`src/note_pkg.sv`:
```
package note_pkg;

    // ------------------------------------------------------------------
    // System clock and datapath widths
    // ------------------------------------------------------------------

    localparam int clk_mhz  = 50;   // System clock in MHz
    localparam int w_mic    = 24;   // Signed microphone sample
    localparam int w_period = 20;   // All ones means no crossing in range

    // ------------------------------------------------------------------
    // Note search
    // ------------------------------------------------------------------

    localparam int n_notes   = 12;  // Semitones per octave
    localparam int n_octaves = 3;   // Table frequency times 1, 2 and 4

    // Consecutive identical classifications before a note is committed
    localparam int filter_runs = 4;

    // Window around the nominal period, in percent
    // Bound = (clk in Hz / freq in centihertz) * pct, divide first
    localparam int tol_low_pct  = 97;
    localparam int tol_high_pct = 103;

    // Note frequencies in centihertz, C through B
    localparam int unsigned note_freq_100 [n_notes] = '{
        26163,  // C
        27718,  // C#
        29366,  // D
        31113,  // D#
        32963,  // E
        34923,  // F
        36999,  // F#
        39200,  // G
        41530,  // G#
        44000,  // A
        46616,  // A#
        49388   // B
    };

    // ------------------------------------------------------------------
    // Enumerations
    // ------------------------------------------------------------------

    // Table entry i maps to value i + 1
    typedef enum logic [3:0]
    {
        note_none,
        note_c,
        note_cs,
        note_d,
        note_ds,
        note_e,
        note_f,
        note_fs,
        note_g,
        note_gs,
        note_a,
        note_as,
        note_b
    } note_t;

    typedef enum logic
    {
        idle,    // Waiting for a period
        search   // Walking the note table
    } classify_state_t;

endpackage

```
`src/note_classifier.sv`:
```
`timescale 1ns/1ps

module note_classifier
(
    input                                   clk,
    input                                   rst,

    // From the period timer
    input        [note_pkg::w_period - 1:0] period,
    input                                   period_valid,

    // Classification result
    output note_pkg::note_t                 note_class,
    output logic                            class_valid
);

    // ------------------------------------------------------------------
    // Tolerance bound
    // ------------------------------------------------------------------

    // Integer divide before the percent scale
    function automatic logic [note_pkg::w_period - 1:0] bound
    (
        input int unsigned freq_100,
        input int unsigned pct
    );
        int unsigned full;

        full  = note_pkg::clk_mhz * 1000 * 1000 / freq_100 * pct;
        bound = full[note_pkg::w_period - 1:0];
    endfunction

    // ------------------------------------------------------------------
    // State
    // ------------------------------------------------------------------

    note_pkg::classify_state_t state;

    logic [3:0]                      idx;       // Table entry under test
    logic [note_pkg::w_period - 1:0] period_q;  // Latched period
    note_pkg::note_t                 best;      // First hit so far
    note_pkg::note_t                 cand;      // Best after this step

    logic [note_pkg::w_period - 1:0] lo_bound [note_pkg::n_octaves];
    logic [note_pkg::w_period - 1:0] hi_bound [note_pkg::n_octaves];
    logic [note_pkg::n_octaves - 1:0] oct_hit;
    logic                             saturated;
    logic                             hit;
    logic                             last_step;

    // Window bounds for entry idx with one pair per octave
    // Constant table, so each branch folds into a small ROM
    always_comb
    begin
        for (int o = 0; o < note_pkg::n_octaves; o++)
        begin
            lo_bound[o] = '0;
            hi_bound[o] = '0;
        end

        for (int i = 0; i < note_pkg::n_notes; i++)
        begin
            if (idx == 4'(i))
            begin
                for (int o = 0; o < note_pkg::n_octaves; o++)
                begin
                    lo_bound[o] = bound(note_pkg::note_freq_100[i] << o,
                                        note_pkg::tol_low_pct);
                    hi_bound[o] = bound(note_pkg::note_freq_100[i] << o,
                                        note_pkg::tol_high_pct);
                end
            end
        end
    end

    // Strictly inside any window
    always_comb
        for (int o = 0; o < note_pkg::n_octaves; o++)
            oct_hit[o] = (period_q > lo_bound[o]) && (period_q < hi_bound[o]);

    assign saturated = &period_q;                 // No crossing in range
    assign hit       = (|oct_hit) && !saturated;
    assign last_step = (idx == 4'(note_pkg::n_notes - 1));

    // First matching entry wins
    assign cand = (best == note_pkg::note_none && hit)
                ? note_pkg::note_t'(idx + 4'd1)
                : best;

    // ------------------------------------------------------------------
    // FSM stepping one table entry per cycle
    // ------------------------------------------------------------------

    always_ff @(posedge clk or posedge rst)
        if (rst)
        begin
            state       <= note_pkg::idle;
            idx         <= '0;
            class_valid <= 1'b0;
        end
        else
        begin
            class_valid <= 1'b0;

            case (state)
                note_pkg::idle:
                    if (period_valid)
                    begin
                        idx   <= '0;
                        state <= note_pkg::search;
                    end

                note_pkg::search:   // period_valid dropped here
                    if (last_step)
                    begin
                        class_valid <= 1'b1;    // 12 steps done
                        state       <= note_pkg::idle;
                    end
                    else
                        idx <= idx + 4'd1;

                default:
                    state <= note_pkg::idle;
            endcase
        end

    // Datapath
    always_ff @(posedge clk)
        if (state == note_pkg::idle && period_valid)
        begin
            period_q <= period;
            best     <= note_pkg::note_none;
        end
        else if (state == note_pkg::search)
        begin
            best <= cand;
            if (last_step)
                note_class <= cand;
        end

endmodule

```
`src/note_filter.sv`:
```
`timescale 1ns/1ps

module note_filter
(
    input                   clk,
    input                   rst,

    // From the classifier
    input  note_pkg::note_t note_class,
    input                   class_valid,

    // Committed note
    output note_pkg::note_t note
);

    // ------------------------------------------------------------------
    // Run counting
    // ------------------------------------------------------------------

    note_pkg::note_t last_class;    // Previous classification

    logic [$clog2(note_pkg::filter_runs + 1) - 1:0] run_cnt;
    logic [$clog2(note_pkg::filter_runs + 1) - 1:0] run_next;
    logic commit;                   // Run just completed

    always_comb
        if (note_class != last_class)
            run_next = 1'b1;                    // New run starts
        else if (run_cnt == note_pkg::filter_runs)
            run_next = run_cnt;                 // Saturate
        else
            run_next = run_cnt + 1'b1;

    always_ff @(posedge clk or posedge rst)
        if (rst)
        begin
            last_class <= note_pkg::note_none;
            run_cnt    <= '0;
            commit     <= 1'b0;
        end
        else
        begin
            commit <= class_valid && (run_next == note_pkg::filter_runs);

            if (class_valid)
            begin
                last_class <= note_class;
                run_cnt    <= run_next;
            end
        end

    // ------------------------------------------------------------------
    // Commit, note_none runs included
    // ------------------------------------------------------------------

    always_ff @(posedge clk or posedge rst)
        if (rst)
            note <= note_pkg::note_none;
        else if (commit)
            note <= last_class;     // Held until the next full run

endmodule

```
`src/note_segment_encoder.sv`:
```
`timescale 1ns/1ps

module note_segment_encoder
(
    input                   clk,
    input                   rst,

    input  note_pkg::note_t note,       // Committed note

    output logic [7:0]      abcdefgh,   // Segments, h is the dot
    output logic [7:0]      digit       // Digit select, one-hot
);

    // ------------------------------------------------------------------
    // Segment layout
    //
    //     --a--
    //    |     |
    //    f     b
    //     --g--
    //    e     c
    //    |     |
    //     --d--  h
    // ------------------------------------------------------------------

    always_ff @(posedge clk or posedge rst)
        if (rst)
            abcdefgh <= 8'b0000_0000;
        else
            case (note)
                note_pkg::note_c  : abcdefgh <= 8'b1001_1100;  // C
                note_pkg::note_cs : abcdefgh <= 8'b1001_1101;  // C and dot
                note_pkg::note_d  : abcdefgh <= 8'b0111_1010;  // Lower case d
                note_pkg::note_ds : abcdefgh <= 8'b0111_1011;
                note_pkg::note_e  : abcdefgh <= 8'b1001_1110;  // E
                note_pkg::note_f  : abcdefgh <= 8'b1000_1110;  // F
                note_pkg::note_fs : abcdefgh <= 8'b1000_1111;
                note_pkg::note_g  : abcdefgh <= 8'b1011_1100;  // G
                note_pkg::note_gs : abcdefgh <= 8'b1011_1101;
                note_pkg::note_a  : abcdefgh <= 8'b1110_1110;  // A
                note_pkg::note_as : abcdefgh <= 8'b1110_1111;
                note_pkg::note_b  : abcdefgh <= 8'b0011_1110;  // Lower case b

                // No note, blank
                default           : abcdefgh <= 8'b0000_0000;
            endcase

    // Single digit, always the rightmost
    assign digit = 8'b0000_0001;

endmodule

```
`src/note_tuner_top.sv`:
```
`timescale 1ns/1ps

module note_tuner_top
(
    input                                   clk,
    input                                   rst,

    // Microphone stream
    input        [note_pkg::w_mic - 1:0]    mic,
    input                                   mic_ready,

    // Observation points
    output logic [note_pkg::w_period - 1:0] period,
    output logic                            period_valid,
    output note_pkg::note_t                 note,

    // Seven-segment display
    output logic [7:0]                      abcdefgh,
    output logic [7:0]                      digit
);

    // ------------------------------------------------------------------
    // Chain wiring
    // ------------------------------------------------------------------

    note_pkg::note_t note_class;   // Raw per-period result
    logic            class_valid;

    zero_cross_period i_period
    (
        .clk, .rst, .mic, .mic_ready, .period, .period_valid
    );

    // 13 cycles per classification
    note_classifier i_classifier
    (
        .clk, .rst, .period, .period_valid, .note_class, .class_valid
    );

    note_filter i_filter
    (
        .clk, .rst, .note_class, .class_valid, .note
    );

    note_segment_encoder i_segments
    (
        .clk, .rst, .note, .abcdefgh, .digit
    );

endmodule

```
`src/zero_cross_period.sv`:
```
`timescale 1ns/1ps

module zero_cross_period
(
    input                                 clk,
    input                                 rst,

    // Microphone stream
    input        [note_pkg::w_mic - 1:0]    mic,
    input                                   mic_ready,  // Sample strobe

    // Measured period, clk cycles between crossings
    output logic [note_pkg::w_period - 1:0] period,
    output logic                            period_valid
);

    // ------------------------------------------------------------------
    // Crossing detect
    // ------------------------------------------------------------------

    logic sign_q;                               // Sign of previous sample
    logic [note_pkg::w_period - 1:0] count;     // Free-running cycle count
    logic crossing;

    // Negative to positive, only on a fresh sample
    assign crossing = mic_ready
                    & sign_q
                    & ~mic[note_pkg::w_mic - 1];

    // ------------------------------------------------------------------
    // Control and counter
    // ------------------------------------------------------------------

    always_ff @(posedge clk or posedge rst)
        if (rst)
        begin
            sign_q       <= 1'b0;   // Positive, so no false crossing
            count        <= '0;
            period_valid <= 1'b0;
        end
        else
        begin
            period_valid <= crossing;   // One cycle after the sample

            if (mic_ready)
                sign_q <= mic[note_pkg::w_mic - 1];

            // Crossing cycle counts as the first of the next period
            if (crossing)
                count <= {{(note_pkg::w_period - 1){1'b0}}, 1'b1};
            else if (count != '1)                   // Saturate at all ones
                count <= count + 1'b1;
        end

    // ------------------------------------------------------------------
    // Published period
    // ------------------------------------------------------------------

    // Holds until the next crossing
    always_ff @(posedge clk)
        if (crossing)
            period <= count;

endmodule

```
`config.mk`:
```
export PLATFORM = sky130hd
export DESIGN_NAME = note_tuner_top
export DESIGN_NICKNAME = d
export VERILOG_FILES = /design/src/note_pkg.sv /design/src/note_classifier.sv /design/src/note_filter.sv /design/src/note_segment_encoder.sv /design/src/note_tuner_top.sv /design/src/zero_cross_period.sv
export SDC_FILE = /design/constraint.sdc
export NUM_CORES = 1
export LEC_CHECK = 0
export BUFFER_PORTS_ARGS = -buffer_cell sky130_fd_sc_hd__buf_2
export CORE_ASPECT_RATIO = 1.25
export CORE_MARGIN = 2
export CORE_UTILIZATION = 40
export DETAILED_ROUTE_END_ITERATION = 12
export PLACE_DENSITY = 0.63
export REMOVE_ABC_BUFFERS = 1
export SYNTH_ARGS = -nofsm -noshare
export SYNTH_HDL_FRONTEND = slang
export SYNTH_SLANG_ARGS = --single-unit
```
`constraint.sdc`:
```
create_clock -name clk -period 4.4 [get_ports clk]
set_input_delay 0.44 -clock clk [delete_from_list [all_inputs] [get_ports clk]]
set_output_delay 0.44 -clock clk [all_outputs]
set_load 0.01 [all_outputs]
```
# Word level (Yosys, flattened, before mapping)
# Memories as Yosys holds them, arrays and structs flattened. A register that Yosys moved wholly into a read port is not among the register bits.
# Cells that the tools add are included.
# totals
mem_bits_ro,128
out_inout_bits,41
mem_count,1
reg_bits,88
inputBits,27
# classes
n_reduce_logical,15
eq_ne,17
magnitude_cmp,6
bitwise,5
add_sub_neg,3
mux,37
# mem_list
memory,words,width,rd,rd_ports_with_merged_regs,wr,line_no,source
(name not given),16,8,1,1,0,note_segment_encoder.sv:30,case (note)
# op_table
operator,count
$mux W58,13
$mux W60,11
$gt A20 B20 Y1,3
$lt A20 B20 Y1,2
$mux W20,2
$add A20 B1 Y20 const B,1
$lt A20 B18 Y1,1
$ne A20 B20 Y1 const B,1
$reduce_and A20 Y1,1
$eq A4 B3 Y1 const B,4
$eq A4 B4 Y1 const B,4
$mux W4,3
$eq A4 B2 Y1 const B,2
$logic_not A4 Y1,2
$pmux W4 S2,1
$logic_and A1 B1 Y1,7
$eq A3 B3 Y1 const B,2
$mux W3,2
$add A4 B1 Y4 const B,1
$eq A4 B1 Y1 const B,1
$mux W1,4
$ne A2 B2 Y1 const B,2
$ne A4 B4 Y1,1
$add A3 B1 Y3 const B,1
8 further kinds,11

# Depth between registers and ports, before layout
# Gate-level depths: netlist of run 1.
# logic_depth
depth_word,19
ltp_mapped,16
mapped_depth_nobuf,16

# Cells and area by module
# Synthesis of run 1 repeated with hierarchy kept, for this count alone.
# hier_totals
hier_cells,871
area_unflattened_um2,7717.4
# by_module_without_submodules
module,area_per_inst_um2,instances,cells_each,seq_area_each_um2
note_classifier,4812.1,1,621,950.9
zero_cross_period,1834.3,1,150,1151.1
note_filter,570.5,1,47,300.3
note_segment_encoder,500.5,1,53,200.2

# Worst setup path after synthesis of run 1
# No wires, ideal clock.
# synth_path
path_type,register -> register
startpoint,reg i_classifier.idx[0]
endpoint,"reg i_classifier.note_class[0], data pin"
path_buffers,2
synth_period_minus_slack_ps,3427
arrival_time_ps,3168
path_slack_ps,973
stages_incl_launch_ff,15
t_required_ps,4141
path_cell_list,dfrtp_1 -> inv_1 -> ha_1 -> clkbuf_1 -> nor2b_1 -> clkbuf_1 -> or2_2 -> o211ai_1 -> ha_1 -> and4_1 -> a221oi_1 -> nor2_1 -> nor4_1 -> o311a_4 -> o21bai_2
# synth_via
elab_chain_len,19
# synth_rtl
element,line_no,source
"start, declared",note_classifier.sv:39,logic [3:0] idx;
"start signal, assigned",note_classifier.sv:120,idx <= idx + 4'd1;
$logic_not A4 Y1,note_classifier.sv:63,if (idx == 4'(i))
$mux W58,note_classifier.sv:63,
$mux W60 or $mux W58 (tied branches) (11 in series),note_classifier.sv:63,
$gt A20 B20 Y1 (tied with other cells),note_classifier.sv:79,oct_hit[o] = (period_q > lo_bound[o]) && (period_q < hi_bound[o]);
$logic_and A1 B1 Y1,note_classifier.sv:79,
$reduce_or A3 Y1,note_classifier.sv:82,assign hit = (|oct_hit) && !saturated;
$logic_and A1 B1 Y1,note_classifier.sv:82,
$logic_and A1 B1 Y1,note_classifier.sv:86,assign cand = (best == note_pkg::note_none && hit)
$mux W4 (*),note_classifier.sv:87,? note_pkg::note_t'(idx + 4'd1)
via i_classifier.cand[0],note_classifier.sv:42,note_pkg::note_t cand;
"end signal, assigned",note_classifier.sv:138,note_class <= cand;
"end, declared",note_classifier.sv:13,"output note_pkg::note_t note_class,"
# Mark *: on every way through the listed nets, which the timed path passes. The rest lies on a longest branch.
# A chain may end at the register's enable or synchronous reset.

# Worst setup path in the final report of run 1
# layout_path
startpoint,reg i_classifier.idx[0]
endpoint,"reg i_classifier.note_class[2], data pin"
# Same word-level chain as after synthesis.

==> results of run 1 <==
==> layout make-up <==
class | count | area (um^2) | share of cell area (%)
Clock inverter | 3 | 46.29 | 0.5698
Clock buffer | 13 | 271.5 | 3.342
Timing Repair Buffer | 64 | 390.4 | 4.805
Multi-Input combinational cell | 655 | 4429 | 54.52
Inverter | 26 | 97.59 | 1.201
Sequential cell | 96 | 2604 | 32.05
Tap cell | 228 | 285.3 | 3.511
==> critical path: stages, from the launching register on <==
cell and delay, ps:
dfrtp_1 410, inv_1 170, ha_1 280, nor2b_1 350, nand2_1 250, nor2_1 180, a21oi_1 60, nor2_1 110
a211oi_1 80, ha_1 300, and4_1 260, or4b_1 520, o22ai_1 140, nor4_1 80, o211ai_2 100, o311a_4 330
o21bai_2 100
==> registers in the layout (all words and copies together) (netlist names), 8 cells and up <==
name	count
i_classifier.period_q	20
i_period.count	20
i_period.period	20
i_segments.abcdefgh	8
==> logic make-up (layout without fill, tap and decap cells) <==
group | after synthesis | in the layout | share of synthesized area (%)
multiplexers | 12 | 12 | 1.765
AND/OR/NAND/NOR | 275 | 275 | 17.34
other | 2 | 8 | 0.1028
XOR/XNOR | 23 | 23 | 2.758
flip-flops | 96 | 96 | 35.63
AO/OA/AOI/OAI | 227 | 227 | 19.50
adder cells (fa/ha/maj) | 110 | 110 | 18.85
buffers and inverters | 69 | 106 | 4.060
==> metrics by stage <==
| step | total power, W | util (%) |
|---|---|---|
| 2_1_floorplan | 0.003719 | - |
| 3_3_place_gp | 0.004851 | 43.30 |
| 3_5_place_dp | 0.004901 | 43.30 |
| 4_1_cts | 0.005738 | 45.06 |
| 5_1_grt | 0.006314 | 45.06 |
| 6_report | 0.005792 | 45.06 |
==> per-layer routing <==
layer | global-route usage (%) | vias up
met2 | 35.36 | 252
li1 | - | 3056
met4 | 8.466 | 0
met3 | 2.579 | 56
met1 | 25.57 | 2995
met5 | 0 | -
==> synthesized netlist by cell type (3+ instances only) <==
master	number	area, um^2
a2111oi_0	4	35.03
a211oi_1	6	45.04
a21o_1	10	75.07
a21oi_1	93	465.5
a22oi_1	3	22.52
a31oi_1	8	50.05
and3_1	4	25.02
and4_1	4	35.03
buf_1	5	18.77
buf_4	8	60.06
clkbuf_1	29	108.9
dfrtp_1	48	1201
dfxtp_1	4	80.08
edfxtp_1	44	1321
ha_1	110	1376
inv_1	26	97.59
mux2_2	7	78.83
mux2i_1	5	50.05
nand2_1	79	296.5
nand3_1	27	135.1
nand4_1	21	131.4
nor2_1	96	360.4
nor2b_1	11	68.82
nor3_1	14	70.07
nor4_1	6	37.54
o211ai_1	11	82.58
o21a_1	7	52.55
o21ai_0	48	240.2
o21ai_2	4	35.03
o21bai_2	4	45.04
o22ai_1	8	50.05
xnor2_1	7	61.31
xor2_1	16	140.1
==> power by group through the flow <==
stage          Combinational (W)  Sequential [W]  Clock [W]
2_1_floorplan            0.00250         0.00122          0
3_3_place_gp             0.00365         0.00120          0
3_5_place_dp             0.00370         0.00120          0
4_1_cts                  0.00372         0.00118   0.000832
5_1_grt                  0.00425         0.00120   0.000860
6_report                 0.00379         0.00119   0.000817
==> worst paths after layout <==
check,start,to,slack [ps],cells after the start
worst min-delay path,rst,i_period.count[7],260,3
min in group clk,mic[23],i_period.sign_q,350,2
worst max register to register,i_classifier.idx[0],i_classifier.note_class[2],430,16
max in group asynchronous,rst,i_classifier.idx[2],3700,3
worst min register to register,i_period.period[6],i_classifier.period_q[6],450,0
worst max-delay path,i_classifier.idx[0],i_classifier.note_class[2],430,16
==> results_dict.tcl, run 1 <==
set metrics [dict create \
    antenna_found_initial 0 \
    routed_wirelength_um 19650 \
    drive_gt1_share_pct 12.02 \
    cp.required_ps 4480 \
    io_pins 68 \
    worstMarginPinSlew_ps 1006 \
    netlist_instances 814 \
    syn_area_um2 7303 \
    final_nets 989 \
    synth_area_per_cell_um2 8.972 \
    ys_ff_latch 96 \
    vias_per_cell 5.861 \
    dr_wl_met3_um 1217 \
    fp.dieW_um 124.9 \
    critPathKind "flop to flop" \
    ys_warn_count 0 \
    place_ws_ps 479.3 \
    p_comb_share_pct 65.4 \
    grt_pass1_wl_um 31700 \
    power.switching_w 0.002802 \
    synth_enable_flop_cells 44 \
    drc 0 \
    placed_area_um2 7806 \
    die_h_um 155.1 \
    htree_num_levels 3 \
    insertion_delay_ps 340 \
    async_reset_ff_share_pct 50.00 \
    coreArea_um2 18030 \
    port_buffers 36 \
    drtIter0Drc 487 \
    worst_ep_arrival_time_ps 4060 \
    layout_common_cells "ha_1 (110), nor2_1 (95), a21oi_1 (93), nand2_1 (79), o21ai_0 (48)" \
    synth_ff_type "dfrtp_1" \
    grt_max_degree 49 \
    crit_fanout 8 \
    antenna_left 0 \
    setup_ws_ps 425.1 \
    row_count 55 \
    first_global_vias 6077 \
    syn_to_final_growth_pct 11.24 \
    peakVddDrop_v 0.0003661 \
    dr.pass1.iters 5 \
    status "finished, final reports clean" \
    clock_path_buffers 2 \
    gp_congestion 0.9911 \
    final_cells 1085 \
    hold_path_class "input pin to asynchronous set/reset pin" \
    crit_path_end_kind "flop" \
    cts_root_buf "clkbuf_16" \
    swShare_pct 48.37 \
    dieArea_um2 19360 \
    cts_tree "done" \
    dp_hpwl_um 15240 \
    cts.sinks 96 \
    maxSlewHeadroom_pct 32.85 \
    hold_viol_final 0 \
    p_clk_share_pct 14.1 \
    rsz0062_at_grt "no" \
    ys_types 62 \
    fillCellCount 1776 \
    initial_core_util_pct 40.51 \
    max_freq_ghz 0.2516 \
    final_common_cell "ha_1" \
    power.internal_w 0.002990 \
    tns_ps 0 \
    min_period_over_period_pct 90.34 \
    clk_pin_slew_ps 70 \
    drv_slew 0 \
    cap_violations 0 \
    hold_ws_ps 263.6 \
    hold_buffers 0 \
    diodes 0 \
    vias 6359 \
    cts_setup_buffers 0 \
    grt_util_all_layers_pct 20.31 \
    power_density_nw_per_um2 713.0 \
    ys_seq_area_share_pct 35.63 \
    top_layer_used "met4" \
    final_area_um2 8124 \
    seqPwrFrac_pct 20.5 \
    place_inst 1069 \
    detail_route.wl_per_cell_um 18.11 \
    fin_skew_ps 10.58 \
    cts_made_buffers 9 \
    wl_met2_um 9656 \
    period_minus_slack_ps 3975 \
    setup_viol 0 \
    worst_setup_path_start_kind "flop" \
    drt-met1-wl_um 8127 \
    leakage_nw 3.532 \
    overflow 0 \
    ctsResizeCount 0 \
]
No activity file was read; power rests on OpenSTA's default activity.
==> run 2, diff against run 1 <==
- SYNTH_HIERARCHICAL: not set -> 1
==> run 2 against run 1 <==
  * Non-clock buffer count increased by 15
  * Area after synthesis rose by 5.7%
  * Synthesized cell count increased by 7.0%
  * Clock power grew 7.1%
  * Combinational power rose by 10%
  * Final area is 6.9% higher
  * Critical path depth unchanged
  * Sequential cell count unchanged
  * Routed wire length increased by 14%
  * Highest routed layer unchanged
==> results_dict.tcl, run 2 <==
set metrics [dict create \
    drc 0 \
    netlist_instances 871 \
    peakVddDrop_v 0.0003054 \
    diodes 0 \
    overflow 0 \
    ys_ff_latch 96 \
    netlist.top_cell.by_area "ha_1" \
    synth_ff_type "dfrtp_1" \
    leakage_nw 3.723 \
    detail_route.wl_per_cell_um 19.47 \
    crit_path_end_kind "flop" \
    synth_xor_xnor_area_share_pct 0.6809 \
    rr_worst_depth 16 \
    cts_made_buffers 9 \
    layout_common_cells "ha_1 (108), a21oi_1 (94), nand2_1 (82), nor2_1 (75), o21ai_0 (55)" \
    antenna_left 0 \
    timing.rr.end "i_classifier/best[2]" \
    yosys.area_share.simple_pct 18.77 \
    initial_core_util_pct 40.95 \
    clock_path_buffers 2 \
    vias 6981 \
    grt_util_all_layers_pct 22.05 \
    cts_tree "done" \
    setup_ws_ps 241.4 \
    final_nets 1055 \
    final_common_cell "ha_1" \
    final_area_um2 8681 \
    fp.dieW_um 128.2 \
    async_reset_ff_share_pct 50.00 \
    row_count 56 \
    max_freq_ghz 0.2405 \
    antenna_found_initial 0 \
    synth_top_family_by_area "compound AO/OA/AOI/OAI gates" \
    cts.sinks 96 \
    cp.required_ps 4660 \
    gp_congestion 0.9702 \
    clk_pin_slew_ps 70 \
    setup_viol 0 \
    synth_common_cells "ha_1 (111), a21oi_1 (95), nand2_1 (82)" \
    synth_area_leaders "ha_1 (18%), edfxtp_1 (17%), dfrtp_1 (16%)" \
    maxSlewHeadroom_pct 23.92 \
    min_period_over_period_pct 94.51 \
    synth_top_area_share_pct 18.00 \
    drive_gt1_share_pct 14.75 \
    synthMuxAreaShare_pct 2.497 \
    synth_compound_area_share_pct 21.84 \
    place_ws_ps 39.74 \
    first_global_vias 6514 \
    hold_path_class "input pin to asynchronous set/reset pin" \
    synth_area_per_cell_um2 8.860 \
    dieArea_um2 20430 \
    critPathKind "flop to flop" \
    cts_root_buf "clkbuf_16" \
    worst_ep_arrival_time_ps 4420 \
    hold_buffers 0 \
    fin_skew_ps 8.043 \
    dr.pass1.iters 6 \
    worstMarginPinSlew_ps 1140 \
    placed_area_um2 8273 \
    syn_to_final_growth_pct 12.48 \
    ys_warn_count 6 \
    port_buffers 36 \
    htree_num_levels 3 \
    crit_fanout 12 \
    cap_violations 0 \
    synthMostInstantiatedCell "ha_1" \
    timing.rr.start "i_classifier/idx[1]" \
    synth_enable_flop_cells 44 \
    vias_per_cell 6.049 \
    largest_registers "i_classifier/period_q x20, i_period/count x20, i_period/period x20" \
    synthAdderAreaFrac_pct 18.00 \
    rsz0062_at_grt "no" \
    period_minus_slack_ps 4159 \
    insertion_delay_ps 340 \
    syn_area_um2 7717 \
    hold_ws_ps 64.46 \
    power_density_nw_per_um2 718.9 \
    status "finished, final reports clean" \
    drtIter0Drc 583 \
    dp_hpwl_um 17460 \
    ys_seq_area_share_pct 33.72 \
    coreArea_um2 18850 \
    grt_max_degree 33 \
    grt_pass1_wl_um 35600 \
    io_pins 68 \
    tns_ps 0 \
    routed_wirelength_um 22470 \
    hold_viol_final 0 \
    worst_setup_path_start_kind "flop" \
    reg2reg_slack_ps 240 \
    die_h_um 159.3 \
    ys_types 74 \
    drv_slew 0 \
]
run 2: changes by cell type after synthesis, moves of 7 or more:
| cell | previous run | this run |
|---|---|---|
| nand2b_1 | 1 | 11 |
| o21ai_0 | 48 | 55 |
| o31ai_1 | 2 | 10 |
| nor2_1 | 96 | 77 |
| xor2_1 | 16 | 0 |
run 2: logic make-up after synthesis:
group                    Yosys count
XOR/XNOR                           6
other                              2
buffers and inverters             77
flip-flops                        96
adder cells (fa/ha/maj)          111
AND/OR/NAND/NOR                  293
AO/OA/AOI/OAI                    268
multiplexers                      18
run 2: how the worst max path moves through the flow:
stage | start | to | slack [ps] | depth (start not counted)
2_1_floorplan | i_classifier/idx[0] | i_classifier/note_class[2] | -220 | 13
6_report | i_classifier/idx[1] | i_classifier/best[2] | 240 | 16
3_5_place_dp | i_classifier/idx[1] | i_classifier/best[0] | 40 | 16
4_1_cts | i_classifier/idx[1] | i_classifier/best[0] | 7 | 16
5_1_grt | i_classifier/idx[0] | i_classifier/note_class[2] | 20 | 18
3_3_place_gp | i_classifier/idx[1] | i_classifier/note_class[2] | 190 | 16
run 2: cell type report:
cell class	count	area, um^2
clock inverter	5	65.06
multi-input combinational	704	4840
sequential	96	2603
tap	232	290.3
inverter	27	101.3
clock buffer	11	275.3
timing repair buffer	79	506.7
fill	1798	10170
run 2: timing repair:
| item | 4_1_cts | 5_1_grt |
|---|---|---|
| setup endpoints to repair | 0 | 8 |
| setup buffers | 0 | 3 |
| resized for setup | 0 | 13 |
run 2: through the flow:
step	utilization, %	std cells	total power, W
global placement	43.89	1135	0.005203
detailed placement	43.89	1135	0.005232
global route	46.06	1154	0.006795
CTS	45.70	1151	0.006135
finish	46.06	1154	0.006241
floorplan	-	827	0.003868
run 2: critical path, stage by stage (launching register included):
cell and delay [ps]:
dfrtp_1 370, buf_4 130, ha_2 260, nor2_1 70
buf_4 180, inv_1 190, a21oi_1 100, o21a_1 250
ha_1 300, or3b_4 380, or4_4 550, or2_0 250
o221a_1 220, nor4_2 320, a211oi_2 110, buf_4 190
o31ai_2 200
run 2: report_power, final:
| group | switching (W) | internal, W | leakage, nW |
|---|---|---|---|
| clock | 0.000357 | 0.000519 | 0.169 |
| combinational | 0.00253 | 0.00164 | 2.47 |
| sequential | 0.000136 | 0.00105 | 1.08 |
run 2: routing by layer:
metal | track usage (%) | share of wire, %
met5 | 0 | 0
met1 | 28.81 | 41
met3 | 3.091 | 5.8
met2 | 35.81 | 48
met4 | 10.44 | 5.0
